<file path="src/verilog/pipePkg.sv">
`default_nettype none

package pipePkg;

    // Datapath and instruction width
    localparam int Xlen = 32;

    // Register file geometry
    localparam int RegAddrW = 5;
    localparam int RegCount = 1 << RegAddrW;

    // Instruction memory geometry
    localparam int ImemDepth = 64;
    localparam int ImemAddrW = 6;

    ////////////////////////////////////////////////////////////////////////////
    // Instruction encodings
    ////////////////////////////////////////////////////////////////////////////

    typedef enum logic [5:0] {
        opRtype = 6'h00,
        opAddi  = 6'h08,
        opSlti  = 6'h0A,
        opAndi  = 6'h0C,
        opOri   = 6'h0D,
        opXori  = 6'h0E,
        opLui   = 6'h0F,
        opHalt  = 6'h3F
    } opcodeT;

    // R-type function field
    typedef enum logic [5:0] {
        fnAdd = 6'h20,
        fnSub = 6'h22,
        fnAnd = 6'h24,
        fnOr  = 6'h25,
        fnXor = 6'h26,
        fnSlt = 6'h2A
    } functT;

    // Operation selected for the ALU in execute
    typedef enum logic [2:0] {
        aluAdd,
        aluSub,
        aluAnd,
        aluOr,
        aluXor,
        aluSlt,
        aluLui
    } aluOpT;

endpackage

`default_nettype wire
</file>
<file path="src/verilog/pipeIf.sv">
`timescale 1ns/1ps
`default_nettype none

// One decoded instruction on its way to execute
interface idExBus import pipePkg::*; ();

    logic                valid;
    logic                regWrite;
    logic                aluSrc;
    aluOpT               aluOp;
    logic                halt;
    logic [RegAddrW-1:0] rs;
    logic [RegAddrW-1:0] rt;
    logic [RegAddrW-1:0] rd;
    logic [Xlen-1:0]     rsData;
    logic [Xlen-1:0]     rtData;
    logic [Xlen-1:0]     imm;

    modport source (output valid, regWrite, aluSrc, aluOp, halt,
                    output rs, rt, rd, rsData, rtData, imm);

    modport sink (input valid, regWrite, aluSrc, aluOp, halt,
                  input rs, rt, rd, rsData, rtData, imm);

endinterface

`default_nettype wire

</file>
<file path="src/verilog/executeStage.sv">
`timescale 1ns/1ps
`default_nettype none

module executeStage import pipePkg::*; (
    input  wire logic            Clk,
    input  wire logic            rst,
    idExBus.sink                 eBus,
    output logic                 retireValid,
    output logic [RegAddrW-1:0]  retireReg,
    output logic [Xlen-1:0]      retireData,
    output logic                 done
);

    logic [Xlen-1:0] opA;
    logic [Xlen-1:0] rtFwd;
    logic [Xlen-1:0] opB;
    logic [Xlen-1:0] aluResult;
    logic            sltBit;

    ////////////////////////////////////////////////////////////////////////////
    // Operand forwarding from EX/WB
    ////////////////////////////////////////////////////////////////////////////

    // retireValid already implies a valid, register-writing instruction
    assign opA   = (retireValid && retireReg == eBus.rs) ? retireData : eBus.rsData;
    assign rtFwd = (retireValid && retireReg == eBus.rt) ? retireData : eBus.rtData;
    assign opB   = eBus.aluSrc ? eBus.imm : rtFwd;

    ////////////////////////////////////////////////////////////////////////////
    // ALU
    ////////////////////////////////////////////////////////////////////////////

    assign sltBit = $signed(opA) < $signed(opB);

    always_comb begin
        case (eBus.aluOp)
            aluAdd:  aluResult = opA + opB;
            aluSub:  aluResult = opA - opB;
            aluAnd:  aluResult = opA & opB;
            aluOr:   aluResult = opA | opB;
            aluXor:  aluResult = opA ^ opB;
            aluSlt:  aluResult = {{(Xlen-1){1'b0}}, sltBit};
            aluLui:  aluResult = eBus.imm << 16;
            default: aluResult = '0;
        endcase
    end

    // EX/WB register, also the retire port
    always_ff @(posedge Clk) begin
        if (rst) begin
            retireValid <= 1'b0;
            retireReg   <= '0;
            retireData  <= '0;
            done        <= 1'b0;
        end else begin
            retireValid <= eBus.valid && eBus.regWrite;
            retireReg   <= eBus.rd;
            retireData  <= aluResult;
            if (eBus.valid && eBus.halt) begin
                done <= 1'b1;
            end
        end
    end

endmodule

`default_nettype wire

</file>
<file path="src/flat_wrapper.sv">
// flat-port wrapper written by rule: the top's interface ports become plain ports
module executeStage_flat import pipePkg::*;
  (Clk, rst, retireValid, retireReg, retireData, done, eBus_valid, eBus_regWrite, eBus_aluSrc, eBus_aluOp, eBus_halt, eBus_rs, eBus_rt, eBus_rd, eBus_rsData, eBus_rtData, eBus_imm);
  idExBus eBus_i ();
  input  wire logic Clk;
  input  wire logic rst;
  output logic retireValid;
  output logic [RegAddrW-1:0] retireReg;
  output logic [Xlen-1:0] retireData;
  output logic done;
  input wire logic [$bits(eBus_i.valid)-1:0] eBus_valid;
  input wire logic [$bits(eBus_i.regWrite)-1:0] eBus_regWrite;
  input wire logic [$bits(eBus_i.aluSrc)-1:0] eBus_aluSrc;
  input wire logic [$bits(eBus_i.aluOp)-1:0] eBus_aluOp;
  input wire logic [$bits(eBus_i.halt)-1:0] eBus_halt;
  input wire logic [$bits(eBus_i.rs)-1:0] eBus_rs;
  input wire logic [$bits(eBus_i.rt)-1:0] eBus_rt;
  input wire logic [$bits(eBus_i.rd)-1:0] eBus_rd;
  input wire logic [$bits(eBus_i.rsData)-1:0] eBus_rsData;
  input wire logic [$bits(eBus_i.rtData)-1:0] eBus_rtData;
  input wire logic [$bits(eBus_i.imm)-1:0] eBus_imm;
  assign eBus_i.valid = eBus_valid;
  assign eBus_i.regWrite = eBus_regWrite;
  assign eBus_i.aluSrc = eBus_aluSrc;
  assign eBus_i.aluOp = eBus_aluOp;
  assign eBus_i.halt = eBus_halt;
  assign eBus_i.rs = eBus_rs;
  assign eBus_i.rt = eBus_rt;
  assign eBus_i.rd = eBus_rd;
  assign eBus_i.rsData = eBus_rsData;
  assign eBus_i.rtData = eBus_rtData;
  assign eBus_i.imm = eBus_imm;
  executeStage u_core (.Clk(Clk), .rst(rst), .eBus(eBus_i), .retireValid(retireValid), .retireReg(retireReg), .retireData(retireData), .done(done));
endmodule
</file>
<file path="config.mk">
export PLATFORM = sky130hd
export DESIGN_NAME = executeStage_flat
export DESIGN_NICKNAME = d
export VERILOG_FILES = /design/src/verilog/pipePkg.sv /design/src/verilog/pipeIf.sv /design/src/verilog/executeStage.sv /design/src/flat_wrapper.sv
export SDC_FILE = /design/constraint.sdc
export NUM_CORES = 1
export LEC_CHECK = 0
export BUFFER_PORTS_ARGS = -buffer_cell sky130_fd_sc_hd__buf_4
export CAP_MARGIN = 20
export CORE_ASPECT_RATIO = 1.25
export CORE_UTILIZATION = 55
export CTS_CLUSTER_DIAMETER = 80
export DETAILED_ROUTE_END_ITERATION = 12
export PLACE_DENSITY_LB_ADDON = 0.1
export RECOVER_POWER = 50
export SLEW_MARGIN = 20
export SYNTH_ARGS = -nofsm -noshare
export SYNTH_HDL_FRONTEND = slang
export SYNTH_SLANG_ARGS = --single-unit
</file>
<file path="constraint.sdc">
create_clock -name Clk -period 9.7 [get_ports Clk]
set_input_delay 0 -clock Clk [delete_from_list [all_inputs] [get_ports Clk]]
set_output_delay 0 -clock Clk [all_outputs]
set_load 0.02 [all_outputs]
</file>
# [Yosys cells after proc, flatten, opt, wreduce, memory -nomap -nowiden]
# Cells that the tools add are included.
[totals] register_bits=39 out_inout_bits=39
[op_classes] addsub=2 magnitude_cmp=1 n_eq_ne=8 mux=4 bitwise_logic=3 n_reduce_logical=5
[op_table] op="$pmux 32 s7" count=1
[op_table] op="$mux 32" count=3
[op_table] op="$add 32x32->32" count=1
[op_table] op="$and 32x32->32" count=1
[op_table] op="$lt 32x32->1" count=1
[op_table] op="$or 32x32->32" count=1
[op_table] op="$sub 32x32->32" count=1
[op_table] op="$xor 32x32->32" count=1
[op_table] op="$eq 5x5->1" count=2
[op_table] op="$eq 3x3->1 const B" count=3
[op_table] op="$eq 3x2->1 const B" count=2
[op_table] op="$logic_and 1x1->1" count=4
[op_table] op="$eq 3x1->1 const B" count=1
[op_table] op="$logic_not 3->1" count=1

# [Logic depth before layout (Yosys ltp)]
[depth] word_depth=6 depth_mapped=19

# [Worst setup path after synthesis]
# OpenSTA, ideal clock, no wires.
[synth_timing] path_kind="register to register" from="reg u_core.retireReg[2]" to="reg u_core.retireData[10]" setup_time_ps=135 arrival_ps=4469 required_ps=9565 setup_slack_ps=5096 path_stages_with_launch=20 path_buffers=2 cell_sequence="dfxtp_1 > xor2_1 > nor4_1 > and3_1 > clkbuf_1 > clkbuf_1 > mux2_2 > inv_1 > ha_1 > inv_1 > fa_1 > and3b_1 > or3_4 > a21o_1 > a211o_1 > a222oi_1 > mux2i_1 > o22ai_2 > nor2_1 > a211oi_2"
[synth_between] elab_chain_cells=6 word_cells_on_any_way=13 classes_between="2 x add/sub; 2 x eq/ne; 4 x mux; 3 x bitwise; 2 x reduce/logical"
[synth_rtl] item="start: declaration" line_no="executeStage.sv:9" rtl="output logic [RegAddrW-1:0] retireReg,"
[synth_rtl] item="start signal: assignment" line_no="executeStage.sv:57" rtl="retireReg <= eBus.rd;"
[synth_rtl] item="$eq 5x5->1" line_no="executeStage.sv:26" rtl="assign rtFwd = (retireValid && retireReg == eBus.rt) ? retireData : eBus.rtData;"
[synth_rtl] item="$logic_and 1x1->1" line_no="executeStage.sv:26"
[synth_rtl] item="$mux 32" line_no="executeStage.sv:26"
[synth_rtl] item="$mux 32" line_no="executeStage.sv:27" rtl="assign opB = eBus.aluSrc ? eBus.imm : rtFwd;"
[synth_rtl] item="$sub 32x32->32 (tied with other cells)" line_no="executeStage.sv:38" rtl="aluSub: aluResult = opA - opB;"
[synth_rtl] item="$pmux 32 s7 *" line_no="executeStage.sv:36" rtl="case (eBus.aluOp)"
[synth_rtl] item="end signal: assignment" line_no="executeStage.sv:58" rtl="retireData <= aluResult;"
[synth_rtl] item="end: declaration" line_no="executeStage.sv:10" rtl="output logic [Xlen-1:0] retireData,"
# Every way passes the cells marked *; elsewhere a longest branch is shown, timed or not.
# A chain may end at the register's enable or synchronous reset.

# [Final worst setup path]
[layout_timing] from="reg u_core.retireReg[0]" to="reg u_core.retireData[28]"
# The elaborated chain is that of the path after synthesis.

==> metrics.csv <==
stage,metric,value,unit
drt,drt wl/cell,19.7,um
synth,Mean Syn Cell Area,7.04,sq um
global_routing,initial antenna violation count,1,
setup_path,CP Cell Sequence,xor2_1 > nor4_1 > and3_2 > mux2i_1 > o21ai_0 > ha_1 > inv_1 > fa_1 > and3b_1 > o311ai_0 > nand2_1 > o2111ai_1 > o211ai_1 > a2111oi_0 > a211o_1 > o21ai_0 > a31oi_1,
floorplanning,Std-Cell Rows,46,
worst_hold_path,hold path start,eBus_aluOp[1],
synth,post-synthesis cell area,7350,sq um
setup_path,CP startpoint kind,flip-flop,
timing,max-slew violations,0,
clock_tree,clock slew at reported path FFs,70,ps
timing,Max-slew headroom,0.252,
setup_path,r2r setup slk,4280,ps
drt,drt first pass iters,6,
clock_tree,CTS max path bufs,2,
timing,Tcrit/Tclk final,0.559,
global_routing,Total GRT Usage,0.371,
drt,DRT iter0 DRCs,666,
global_routing,first-pass GRT wire length,41100,um
timing,Fin. Hold Viols,0,
timing,min Tclk post-route,5420,ps
clock_tree,PostCTS Resize Cnt,0,
synth,leading area contributor after synthesis,ha_1,
synth,top post-synthesis cells by area,"ha_1, dfxtp_1, mux2i_1",
floorplanning,core area,12800,sq um
run,number of max-cap violations,0,
clock_tree,CTS tree,done,
floorplanning,DIE AREA,13800,sq um
pwr,Power Density,101,nW/um^2
setup_path,most used cell along the critical path,o21ai_0,
drt,# DRC,0,
timing,Final WS setup,4280,ps
timing,Worst-Margin Slew,1120,ps
synth,sequential fraction of the synthesis area,0.106,
synth,Yosys cell types,70,
layout,Non-Filler Instances,1333,
layout,share of layout cells above drive strength 1,0.156,
setup_path,critical path buffer and inverter count,1,
worst_hold_path,hold depth,3,
placed_design,hpwl dp,19000,um
setup_path,CP endpoint kind,flip-flop,
global_routing,vias in the first global route,8226,
pwr,Max rail drop VDD,89.8,uV
placed_design,Placement Setup Slack,4460,ps
timing,setup violators final,0,
clock_tree,number of buffers created by CTS,5,
timing,setup TNS,0,ps
layout,FILL cells,1223,
pwr,Leak Pwr,3.94,nW
setup_path,biggest fanout along the worst timing path,32,
clock_tree,Root Driver,clkbuf_16,
setup_path,Worst Path Arrival,5640,ps
synth,Cells after Synth,1044,
clock_tree,htree depth,2,
pwr,Power Total,0.000878,W
synth,yosys synthesis warning count,0,
drt,drt via density,6.35,
synth,Main synth FF type,dfxtp_1,
synth,"EDFF count, synth",0,
worst_hold_path,Hold Path Sink,u_core.retireData[22]$_SDFF_PP0_,
floorplanning,Die Y,131,um
placed_design,Final Wtd Congestion,1.02,
synth,Synth top area share,0.165,
timing,FMAX,0.185,GHz
floorplanning,Die Wd,105,um
global_routing,largest net degree at the start of global routing,65,
placed_design,placed cells,1308,
clock_tree,worst skew pair latency,300,ps
synth,top post-synthesis cells by count,"ha_1, inv_1, nand2_1",
synth,#FFs+latches synth,39,
drt,antenna-violating nets left,0,
setup_path,reg2reg end,u_core.retireData[28]$_SDFF_PP0_,
clock_tree,Sink Count,39,
setup_path,R2R Path Start,u_core.retireReg[0]$_SDFF_PP0_,
setup_path,WP data required,9920,ps
timing,RSZ-0062 raised after global routing,false,
status,outcome,finished clean,
placed_design,PortBufs,158,
synth,Synth async-reset ratio,0,
drt,drt total wl,26300,um
floorplanning,IO Pins,159,
layout,Area Growth Syn to Fin,18.5,%
drt,vias after detailed routing,8470,
setup_path,reg2reg path depth,17,
setup_path,Crit path max-delay family,compound AO/OA/AOI/OAI gates,
synth,Syn Nets,1263,
worst_hold_path,Hold WC Path Type,in -> reg,
timing,clock skew after layout,5.77,ps
clock_tree,CTS Hold Buffers Added,16,
setup_path,Crit path largest cell delay,950,ps
layout,"Net count, final",1382,
setup_path,crit path max-delay cell type,and3_2,
clock_tree,Post-CTS Setup Inserts,0,
setup_path,Crit Path Class,reg -> reg,
global_routing,total grt overflow,0,
floorplanning,Initial Util,0.573,
==> state kept, by name (all words and copies together) (netlist names) <==
signal              count
u_core.retireReg        5
u_core.retireValid      1
u_core.retireData      32
u_core.done             1
==> worst max path at each step <==
| stage | startpoint | to | slack [ps] | cells after the start |
|---|---|---|---|---|
| final | u_core.retireReg[0]$_SDFF_PP0_ | u_core.retireData[28]$_SDFF_PP0_ | 4280 | 17 |
| after global routing | u_core.retireReg[3]$_SDFF_PP0_ | u_core.retireData[28]$_SDFF_PP0_ | 3890 | 17 |
| after floorplan | u_core.retireReg[2]$_SDFF_PP0_ | u_core.retireData[10]$_SDFF_PP0_ | 5100 | 19 |
| after global placement | u_core.retireReg[0]$_SDFF_PP0_ | u_core.retireData[28]$_SDFF_PP0_ | 4600 | 17 |
| after detailed placement | u_core.retireReg[3]$_SDFF_PP0_ | u_core.retireData[28]$_SDFF_PP0_ | 4460 | 17 |
| after CTS | u_core.retireReg[3]$_SDFF_PP0_ | u_core.retireData[28]$_SDFF_PP0_ | 4410 | 17 |
==> tightest hold or removal path: stages <==
cell and delay (ps):
buf_4 240, nand2_1 110, a21oi_1 50
==> metal layers <==
layer  vias to the layer above  track usage  share of wire
met5                         -            0              0
met4                         0        0.212          0.056
met2                       447        0.660           0.49
met1                      3898        0.420           0.37
li1                       3997            -              -
met3                       128       0.0471          0.083
==> report_power, final <==
part / leakage, nW / internal, W / switching (W)
logic: 3.53 / 0.000189 / 0.000295
registers: 0.322 / 0.000174 / 0.0000115
clock network: 0.0844 / 0.000123 / 0.0000857
total: 3.94 / 0.000486 / 0.000392
==> cells by family (layout without fill, tap and decap cells) <==
group,Yosys count,in the layout,share of synthesized area
buf+inv,165,285,0.0873
simple gates,296,296,0.186
fa+ha+maj,99,99,0.171
compound gates,326,326,0.287
xor+xnor,27,27,0.0322
flops,39,39,0.106
other cells,0,1,0
mux,92,92,0.131
==> cell type report <==
class | count | area, sq um | area share
Antenna cell | 1 | 2.50 | 0.000287
Clock buffer | 5 | 125 | 0.0144
Clock inverter | 3 | 47.5 | 0.00546
Multi-Input combinational cell | 840 | 5930 | 0.681
Timing Repair Buffer | 180 | 1240 | 0.143
Tap cell | 168 | 210 | 0.0241
Inverter | 97 | 364 | 0.0418
Sequential cell | 39 | 781 | 0.0897
==> placed cells by master, fill, tap and decap left out, types with 4 or more instances in the layout <==
cell,n
clkbuf_16,5
a221oi_1,12
nand4_1,8
nor4_1,9
o21bai_1,11
o211ai_1,6
a21o_1,10
dfxtp_1,39
and3_1,9
inv_1,97
clkbuf_1,39
or3_1,8
nand3_1,19
a22oi_1,6
o221a_2,4
a21oi_1,83
mux2_2,31
mux2i_1,61
o22ai_1,22
a211oi_1,10
buf_4,125
xor2_1,12
nor3_1,21
o31ai_1,11
o21ai_0,79
xnor2_1,15
a31oi_1,17
ha_1,97
nor2b_1,11
nor2_1,90
o31a_1,5
a2bb2oi_1,4
o2111ai_1,7
or2_2,4
dlygate4sd3_1,16
nand2_1,93
o221ai_1,8
nand2b_1,8
==> through the flow <==
step                      cell area, sq um  utilization  hold slack, ps
final                                 8700        0.678             172
after global routing                  8700        0.678             179
after CTS                             8850        0.689             161
after detailed placement              8520        0.663             221
after global placement                8520        0.663             213
after floorplan                       7350            -            71.5
(Power assumes the default switching activity.)
