<file path="src/verilog/pipePkg.sv">
`default_nettype none

package pipePkg;

    // Datapath and instruction width
    localparam int Xlen = 32;

    // Register file geometry
    localparam int RegAddrW = 5;
    localparam int RegCount = 1 << RegAddrW;

    // Instruction memory geometry
    localparam int ImemDepth = 64;
    localparam int ImemAddrW = 6;

    ////////////////////////////////////////////////////////////////////////////
    // Instruction encodings
    ////////////////////////////////////////////////////////////////////////////

    typedef enum logic [5:0] {
        opRtype = 6'h00,
        opAddi  = 6'h08,
        opSlti  = 6'h0A,
        opAndi  = 6'h0C,
        opOri   = 6'h0D,
        opXori  = 6'h0E,
        opLui   = 6'h0F,
        opHalt  = 6'h3F
    } opcodeT;

    // R-type function field
    typedef enum logic [5:0] {
        fnAdd = 6'h20,
        fnSub = 6'h22,
        fnAnd = 6'h24,
        fnOr  = 6'h25,
        fnXor = 6'h26,
        fnSlt = 6'h2A
    } functT;

    // Operation selected for the ALU in execute
    typedef enum logic [2:0] {
        aluAdd,
        aluSub,
        aluAnd,
        aluOr,
        aluXor,
        aluSlt,
        aluLui
    } aluOpT;

endpackage

`default_nettype wire
</file>
<file path="src/verilog/pipeIf.sv">
`timescale 1ns/1ps
`default_nettype none

// One decoded instruction on its way to execute
interface idExBus import pipePkg::*; ();

    logic                valid;
    logic                regWrite;
    logic                aluSrc;
    aluOpT               aluOp;
    logic                halt;
    logic [RegAddrW-1:0] rs;
    logic [RegAddrW-1:0] rt;
    logic [RegAddrW-1:0] rd;
    logic [Xlen-1:0]     rsData;
    logic [Xlen-1:0]     rtData;
    logic [Xlen-1:0]     imm;

    modport source (output valid, regWrite, aluSrc, aluOp, halt,
                    output rs, rt, rd, rsData, rtData, imm);

    modport sink (input valid, regWrite, aluSrc, aluOp, halt,
                  input rs, rt, rd, rsData, rtData, imm);

endinterface

`default_nettype wire

</file>
<file path="src/verilog/idExReg.sv">
`timescale 1ns/1ps
`default_nettype none

module idExReg import pipePkg::*; (
    input  wire logic Clk,
    input  wire logic rst,
    input  wire logic haltSeen,
    idExBus.sink      dBus,
    idExBus.source    eBus
);

    always_ff @(posedge Clk) begin
        if (rst) begin
            eBus.valid    <= 1'b0;
            eBus.regWrite <= 1'b0;
            eBus.aluSrc   <= 1'b0;
            eBus.aluOp    <= aluAdd;
            eBus.halt     <= 1'b0;
            eBus.rs       <= '0;
            eBus.rt       <= '0;
            eBus.rd       <= '0;
            eBus.rsData   <= '0;
            eBus.rtData   <= '0;
            eBus.imm      <= '0;
        end else if (haltSeen) begin
            // Bubble behind the HALT
            eBus.valid    <= 1'b0;
            eBus.regWrite <= 1'b0;
            eBus.halt     <= 1'b0;
        end else begin
            eBus.valid    <= dBus.valid;
            eBus.regWrite <= dBus.regWrite;
            eBus.aluSrc   <= dBus.aluSrc;
            eBus.aluOp    <= dBus.aluOp;
            eBus.halt     <= dBus.halt;
            eBus.rs       <= dBus.rs;
            eBus.rt       <= dBus.rt;
            eBus.rd       <= dBus.rd;
            eBus.rsData   <= dBus.rsData;
            eBus.rtData   <= dBus.rtData;
            eBus.imm      <= dBus.imm;
        end
    end

endmodule

`default_nettype wire

</file>
<file path="src/flat_wrapper.sv">
// flat-port wrapper written by rule: the top's interface ports become plain ports
module idExReg_flat import pipePkg::*;
  (Clk, rst, haltSeen, dBus_valid, dBus_regWrite, dBus_aluSrc, dBus_aluOp, dBus_halt, dBus_rs, dBus_rt, dBus_rd, dBus_rsData, dBus_rtData, dBus_imm, eBus_valid, eBus_regWrite, eBus_aluSrc, eBus_aluOp, eBus_halt, eBus_rs, eBus_rt, eBus_rd, eBus_rsData, eBus_rtData, eBus_imm);
  idExBus dBus_i ();
  idExBus eBus_i ();
  input  wire logic Clk;
  input  wire logic rst;
  input  wire logic haltSeen;
  input wire logic [$bits(dBus_i.valid)-1:0] dBus_valid;
  input wire logic [$bits(dBus_i.regWrite)-1:0] dBus_regWrite;
  input wire logic [$bits(dBus_i.aluSrc)-1:0] dBus_aluSrc;
  input wire logic [$bits(dBus_i.aluOp)-1:0] dBus_aluOp;
  input wire logic [$bits(dBus_i.halt)-1:0] dBus_halt;
  input wire logic [$bits(dBus_i.rs)-1:0] dBus_rs;
  input wire logic [$bits(dBus_i.rt)-1:0] dBus_rt;
  input wire logic [$bits(dBus_i.rd)-1:0] dBus_rd;
  input wire logic [$bits(dBus_i.rsData)-1:0] dBus_rsData;
  input wire logic [$bits(dBus_i.rtData)-1:0] dBus_rtData;
  input wire logic [$bits(dBus_i.imm)-1:0] dBus_imm;
  output wire logic [$bits(eBus_i.valid)-1:0] eBus_valid;
  output wire logic [$bits(eBus_i.regWrite)-1:0] eBus_regWrite;
  output wire logic [$bits(eBus_i.aluSrc)-1:0] eBus_aluSrc;
  output wire logic [$bits(eBus_i.aluOp)-1:0] eBus_aluOp;
  output wire logic [$bits(eBus_i.halt)-1:0] eBus_halt;
  output wire logic [$bits(eBus_i.rs)-1:0] eBus_rs;
  output wire logic [$bits(eBus_i.rt)-1:0] eBus_rt;
  output wire logic [$bits(eBus_i.rd)-1:0] eBus_rd;
  output wire logic [$bits(eBus_i.rsData)-1:0] eBus_rsData;
  output wire logic [$bits(eBus_i.rtData)-1:0] eBus_rtData;
  output wire logic [$bits(eBus_i.imm)-1:0] eBus_imm;
  assign dBus_i.valid = dBus_valid;
  assign dBus_i.regWrite = dBus_regWrite;
  assign dBus_i.aluSrc = dBus_aluSrc;
  assign dBus_i.aluOp = dBus_aluOp;
  assign dBus_i.halt = dBus_halt;
  assign dBus_i.rs = dBus_rs;
  assign dBus_i.rt = dBus_rt;
  assign dBus_i.rd = dBus_rd;
  assign dBus_i.rsData = dBus_rsData;
  assign dBus_i.rtData = dBus_rtData;
  assign dBus_i.imm = dBus_imm;
  assign eBus_valid = eBus_i.valid;
  assign eBus_regWrite = eBus_i.regWrite;
  assign eBus_aluSrc = eBus_i.aluSrc;
  assign eBus_aluOp = eBus_i.aluOp;
  assign eBus_halt = eBus_i.halt;
  assign eBus_rs = eBus_i.rs;
  assign eBus_rt = eBus_i.rt;
  assign eBus_rd = eBus_i.rd;
  assign eBus_rsData = eBus_i.rsData;
  assign eBus_rtData = eBus_i.rtData;
  assign eBus_imm = eBus_i.imm;
  idExReg u_core (.Clk(Clk), .rst(rst), .haltSeen(haltSeen), .dBus(dBus_i), .eBus(eBus_i));
endmodule
</file>
<file path="config.mk">
export PLATFORM = sky130hd
export DESIGN_NAME = idExReg_flat
export DESIGN_NICKNAME = d
export VERILOG_FILES = /design/src/verilog/pipePkg.sv /design/src/verilog/pipeIf.sv /design/src/verilog/idExReg.sv /design/src/flat_wrapper.sv
export SDC_FILE = /design/constraint.sdc
export NUM_CORES = 1
export LEC_CHECK = 0
export BUFFER_PORTS_ARGS = -buffer_cell sky130_fd_sc_hd__buf_2
export CAP_MARGIN = 0
export CORE_AREA = 10 10 115 117
export CTS_CLUSTER_DIAMETER = 30
export DETAILED_ROUTE_END_ITERATION = 16
export DIE_AREA = 0 0 125 127
export PLACE_DENSITY = 0.74
export SLEW_MARGIN = 20
export SYNTH_ARGS = -nofsm -noshare
export SYNTH_HDL_FRONTEND = slang
export SYNTH_SLANG_ARGS = --single-unit
</file>
<file path="constraint.sdc">
create_clock -name Clk -period 0.8 [get_ports Clk]
set_input_delay 0.08 -clock Clk [delete_from_list [all_inputs] [get_ports Clk]]
set_output_delay 0.08 -clock Clk [all_outputs]
set_load 0.01 [all_outputs]
</file>
# After elaboration in Yosys (flattened, before gate mapping)
# Cells that the tools add are included.
# classes
reduce_logical,1
# op_table
cell,n
$reduce_or A2 Y1,1
# word_totals
ff_bits,118
inputBits,121
out_inout_bits,118
elab_cells,12

# Depth between registers and ports, before layout
# Gate-level depths: netlist (run 1).
# depth
depth_word,1
ltp_mapped,5
ltp_nobuf,2

# Worst setup path before layout (run 1)
# No wires, ideal clock.
# synth_path
kind,input to register
startpoint,in haltSeen
endpoint,reg u_core.eBus.imm[0]
setup_time_ps,128
arrival_time_ps,736
required_time_ps,672
slack_ps,-64
cell_stages,5
path_buffers,3
cell_sequence,buf_4 buf_6 buf_8 mux2i_1 nor2_1
# synth_lines
item,line_no,text
"start, declared",flat_wrapper.sv:8,input wire logic haltSeen;
"end, declared",pipeIf.sv:20,"output rs, rt, rd, rsData, rtData, imm);"

# Worst setup path after layout (run 1)
# layout_path
startpoint,reg u_core.eBus.rsData[5]
endpoint,out eBus_rsData[5]
# layout_lines
item,line_no,text
"start, declared",pipeIf.sv:20,
"end, declared",flat_wrapper.sv:28,output wire logic [$bits(eBus_i.rsData)-1:0] eBus_rsData;
# No word-level cell between the ends.

==> summary.txt, run 1 <==
Run status
  • Run status: finished, violations left
  • Violated checks: setup timing

Worst setup path
  • Critical path depth in cells: 1
  • Crit path launch: u_core.eBus.rsData[5]
  • Setup CP Type: reg -> out
  • Reg2Reg Setup Slack: -0.09 ns
  • CP Cell Sequence: buf_6
  • Worst reg2reg path depth: 4
  • Reg-to-reg critical path startpoint: u_core.eBus.rs[3]
  • Crit path buf inv count: 1
  • Nature of the critical path startpoint: register
  • Setup crit end: eBus_rsData[5]
  • Worst stage delay on the critical path: 0.35 ns
  • Req. time, crit path: 0.72 ns
  • Crit-path max FO: 2
  • Crit-path slowest cell: dfxtp_2
  • Cell family with most CP delay: flip-flops
  • Worst EP arrival: 0.88 ns
  • Critical R2R Capture: u_core.eBus.rs[3]
  • Critical path endpoint category: primary output

CTS
  • Max clock buf depth: 2
  • Clock buffer count from CTS: 17
  • Clock tree root driver cell: clkbuf_16
  • Clk sink count: 118
  • Worst-Skew Late Latency: 0.41 ns
  • CTS tree: built
  • Clock transition at the registers of the reported paths: 0.05 ns
  • H-tree Lvls: 4

Floorplan
  • Core Rows: 39
  • Die W: 125 µm
  • Die footprint: 0.0159 mm²
  • Initial Util: 0.373
  • Die Span Y: ~130 µm
  • I/O Pins: 239
  • Area of the core: 0.0111 mm²

Synthesis
  • Yosys cell types: 10
  • Seq cells post-synth: 118
  • Syn avg cell area: 11.0 µm²
  • YS warnings: 0
  • Post-Syn Nets: 499
  • Synth Instances: 378
  • Mapped Area: about 0.0042 mm²
  • Seq/Total Area, Yosys: 0.569

Pwr
  • Pwr Total: about 17000 µW
  • Worst vdd ir: 1.31 mV
  • PwrDens: 2070 mW/mm²
  • Lkg Pwr: 0.00413 µW

Route
  • Starting DRT DRC Count: 227
  • Via count: 4354
  • First-pass DRT Iterations: 4
  • Routed Antenna Nets: 0
  • DR vias/cell: 4.70
  • Post-Route WL: 17.7 mm
  • DR WL/cell: 19.1 µm
  • Residual DRC: 0

Finish
  • Nets: approximately 890
  • Layout cells sized above 1: 0.544
  • Core Util, Final: 0.757
  • Post-route insts no fill: 926
  • Fin area: roughly 0.0084 mm²
  • Filler Cell Count: 638
  • Area growth, synth to finish: 103%

Global route
  • Antenna violations before repair: 3
  • Maximum number of pins on one net before global-route repair: 59
  • Tot GR Track Use: 0.214
  • GR Overflow Total: 0
  • Vias in the first global route: 4879
  • First-pass GRT wire length: 27.0 mm

STA
  • Rel. slew slack: 0.837
  • Final Cycle Share: 1.21
  • Slew Viols, Final: 0
  • FMAX: 1040 MHz
  • Count of final setup violators: 120
  • Final setup margin: -0.165 ns
  • Crit path time final: 0.965 ns
  • Fin Clk Skew: 0 ns
  • Hold Vio Cnt, Final: 0
  • RSZ-0062 raised after global routing: true
  • Worst slew pin tran: 0.237 ns

Place
  • Pre-CTS setup slack: -0.116 ns
  • Placer congestion estimate: 0.845
  • Final HPWL DP: 9.63 mm
  • IO Port Bufs: roughly 240
  • Placed insts: 753
  • Dpl cell area: 0.00556 mm²

Run
  • Max-cap violations: 0

Min path
  • Worst Hold Depth: 3
  • Hold WC Path Type: in -> reg
## layer usage
layer / part of all wire / vias to the layer above / track usage / wire length (µm)
met4: 0.047 / 0 / 0.141 / 826
met5: 0 / - / 0 / 0
met2: 0.50 / 234 / 0.362 / 8800
li1: - / 2028 / - / -
met1: 0.36 / 2036 / 0.213 / 6380
met3: 0.094 / 56 / 0.0906 / 1650
## placed cells by master, fill, tap and decap left out, drive strengths merged
master / instances
bufinv: 4
diode: 4
dfxtp: 118
and2: 3
clkinvlp: 1
clkbuf: 23
buf: 277
dlygate4sd3: 118
clkinv: 4
nor2: 116
mux2i: 115
## registers in the layout, summed over array words and instances, names as in the netlist
| signal | count |
|---|---|
| u_core.eBus.regWrite | 1 |
| u_core.eBus.rsData | 32 |
| u_core.eBus.aluOp | 3 |
| u_core.eBus.rd | 5 |
| u_core.eBus.imm | 32 |
| u_core.eBus.aluSrc | 1 |
| u_core.eBus.halt | 1 |
| u_core.eBus.rtData | 32 |
| u_core.eBus.rs | 5 |
| u_core.eBus.rt | 5 |
| u_core.eBus.valid | 1 |
## Yosys cell counts
library cell    n  area share
buf_4           9       0.016
and2_1          3      0.0045
buf_6           1      0.0027
dfxtp_1       118        0.57
mux2i_1       115        0.28
buf_8           4       0.014
buf_2           2      0.0024
buf_1           1     0.00090
nor2_1        116        0.10
clkbuf_1        9      0.0081
## through the flow
step	hold slack (ns)	setup TNS (ns)
after floorplan	0.202	0
after global placement	0.285	-2.63
after detailed placement	0.289	-5.28
after CTS	0.00833	-17.05
after global routing	0.0307	-19.05
final	0.0244	-15.94
## worst min-delay path by stage
stage,startpoint,to,slack [ns]
after detailed placement,dBus_regWrite,u_core.eBus.regWrite,0.29
after global routing,rst,u_core.eBus.rsData[27],0.03
after global placement,dBus_regWrite,u_core.eBus.regWrite,0.28
after CTS,rst,u_core.eBus.imm[9],0.008
final,rst,u_core.eBus.rsData[23],0.02
after floorplan,dBus_halt,u_core.eBus.halt,0.20
## cell families after synthesis
kind of cell           after synthesis  synth area share
flip-flops                         118             0.569
multiplexers                       115             0.277
buffers and inverters               26            0.0449
AND/OR/NAND/NOR                    119             0.109
## where the power goes
| group | total [µW] | internal (µW) | switching (µW) |
|---|---|---|---|
| logic | 2810 | 1700 | 1110 |
| registers | 6580 | 6310 | 272 |
| clock network | 8040 | 5430 | 2600 |
## what timing repair did
action | in CTS | in global routing
resized for setup | 233 | 10
setup buffers | 10 | 12
hold endpoints to repair | 118 | 0
pin swaps | 0 | 5
endpoints found under the setup margin | 118 | 125
gates cloned | 0 | 0
hold buffers | 118 | 0
## final cells by class
| type | count | area, µm² | area share |
|---|---|---|---|
| tap | 143 | 179 | 0.0212 |
| antenna | 4 | 10.0 | 0.00119 |
| clock buffer | 23 | 478 | 0.0567 |
| multi-input combinational | 234 | 1620 | 0.192 |
| clock inverter | 9 | 148 | 0.0175 |
| timing repair buffer | 395 | 3480 | 0.413 |
| sequential | 118 | 2510 | 0.298 |
(Power assumes the default switching activity.)
==> run 2, diff against run 1 <==
==> constraint.sdc (replaced) <==
create_clock -name Clk -period 0.8 [get_ports Clk]
set_input_delay 0.04 -clock Clk [delete_from_list [all_inputs] [get_ports Clk]]
set_output_delay 0.04 -clock Clk [all_outputs]
set_load 0.01 [all_outputs]
==> summary.txt, run 2 (synthesis gave the netlist of run 1 again) <==
Run status
  • Run status: finished, violations left
  • Violated checks: setup timing

Run
  • Max-cap violations: 0

Global route
  • Vias in the first global route: ~4.8k
  • GR Overflow Total: 0
  • Tot GR Track Use: 0.211
  • Maximum number of pins on one net before global-route repair: 36
  • First-pass GRT wire length: between 20 and 30 mm
  • Antenna violations before repair: 3

Worst setup path
  • Worst EP arrival: 0.88 ns
  • Setup CP Type: reg -> out
  • Req. time, crit path: 0.76 ns
  • Crit-path max FO: 2
  • Crit-path slowest cell: dfxtp_2
  • Crit path buf inv count: 1
  • Reg2Reg Setup Slack: -0.05 ns
  • Critical path endpoint category: primary output
  • Cell family with most CP delay: flip-flops
  • Worst stage delay on the critical path: 0.36 ns
  • Nature of the critical path startpoint: register
  • CP Cell Sequence: buf_6

Route
  • DR WL/cell: 19.3 µm
  • DR vias/cell: 4.72
  • Residual DRC: 0
  • Via count: around 4.4k
  • Routed Antenna Nets: 0
  • Post-Route WL: 18.0 mm
  • Starting DRT DRC Count: approximately 320
  • First-pass DRT Iterations: 4

CTS
  • Max clock buf depth: 2
  • Worst-Skew Late Latency: ~0.41 ns
  • H-tree Lvls: 4
  • Clock buffer count from CTS: 17
  • CTS tree: built
  • Clock tree root driver cell: clkbuf_16
  • Clock transition at the registers of the reported paths: ~0.050 ns
  • Clk sink count: 118

Finish
  • Area growth, synth to finish: 104%
  • Nets: 893
  • Leading registers by flop count: u_core.eBus.imm (32), u_core.eBus.rsData (32), u_core.eBus.rtData (32)
  • Commonest non-fill, non-tap cell in the layout: buf_6
  • Most frequent cells in the layout: buf_6, dlygate4sd3_1, buf_2, dfxtp_2, nor2_1
  • Layout cells sized above 1: 0.550
  • Fin area: 0.00847 mm²

Pwr
  • Combinational fraction of design power: 0.172
  • Net Sw Power: 3970 µW
  • Sequential Power Share: 0.393
  • Clock Power Share: 0.435
  • PwrDens: 1980 mW/mm²
  • Sw Share: 0.237
  • Worst vdd ir: approximately 1.5 mV
  • Int Pwr: 12800 µW
  • Lkg Pwr: 0.00414 µW

Floorplan
  • Die footprint: 0.0159 mm²
  • Die W: 125 µm
  • I/O Pins: 239
  • Area of the core: around 0.011 mm²
  • Core Rows: 39
  • Initial Util: 0.373
  • Die Span Y: 127 µm

STA
  • Crit path time final: around 0.92 ns
  • FMAX: 1090 MHz
  • Worst slew pin tran: between 0.2 and 0.25 ns
  • Hold Vio Cnt, Final: 0
  • Final setup TNS: -10.53 ns
  • Rel. slew slack: 0.841
  • Final Cycle Share: 1.15
  • Slew Viols, Final: 0
  • Fin Clk Skew: 0 ns
  • Count of final setup violators: 122
  • RSZ-0062 raised after global routing: true
  • Final setup margin: -0.121 ns

Place
  • IO Port Bufs: ~240
  • Placer congestion estimate: 0.823
  • Final HPWL DP: around 9.6 mm
  • Dpl cell area: 0.00552 mm²

Min path
  • Hold WC Path Type: in -> reg
[run 2: power groups by stage]
stage,clock network [µW],registers (µW),logic [µW]
after floorplan,0,6680,742
after global placement,0,6500,1690
after detailed placement,0,6520,1740
after CTS,7380,6550,2640
after global routing,7750,6610,3060
final,7280,6580,2880
[run 2: final timing paths]
| check | from | endpoint | depth (start not counted) |
|---|---|---|---|
| worst min register to register | u_core.eBus.rsData[8] | u_core.eBus.rsData[8] | 2 |
| worst max register to register | u_core.eBus.imm[26] | u_core.eBus.imm[26] | 4 |
| worst min-delay path | rst | u_core.eBus.rtData[19] | 3 |
| worst max-delay path | u_core.eBus.imm[8] | eBus_imm[8] | 1 |
[run 2: through the flow]
step,power [µW],cells,hold WS (ns),util,worst slack (ns)
CTS,16600,911,0.0924,0.743,-0.110
global route,17400,931,0.106,0.761,-0.155
detailed placement,8260,744,0.249,0.496,-0.0959
finish,16700,931,0.108,0.761,-0.121
global placement,8190,744,0.248,0.496,-0.0221
floorplan,7430,378,0.162,-,0.00640
[run 2: tightest hold or removal path, delay by kind of cell]
family | cells | cell delay, ns
and+or+nand+nor | 1 | 0.09
buffers and inverters | 2 | 0.35
[run 2: repair_timing]
| action | CTS | global route |
|---|---|---|
| buffers inserted | 15 | 15 |
| pin swaps | 0 | 5 |
| gates cloned | 0 | 0 |
| hold buffers | 120 | 3 |
| endpoints found under the hold margin | 118 | 4 |
| resized for setup | 232 | 17 |
| endpoints found under the setup margin | 118 | 129 |
[run 2: final cells by class]
type | instances | area, µm²
multi-input cells | 234 | 1630
repair buffers | 401 | 3570
fillers | 644 | 2660
diodes | 3 | 7.51
clock inverters | 9 | 101
clock buffers | 23 | 468
well taps | 143 | 179
flip-flops and latches | 118 | 2510
[run 2: metal layers]
layer / up-vias / routed length, µm / GRT usage
met2: 221 / 9220 / 0.368
met3: 36 / 1600 / 0.0910
met5: - / 0 / 0
li1: 2040 / - / -
met1: 2095 / 6660 / 0.217
met4: 0 / 517 / 0.0942
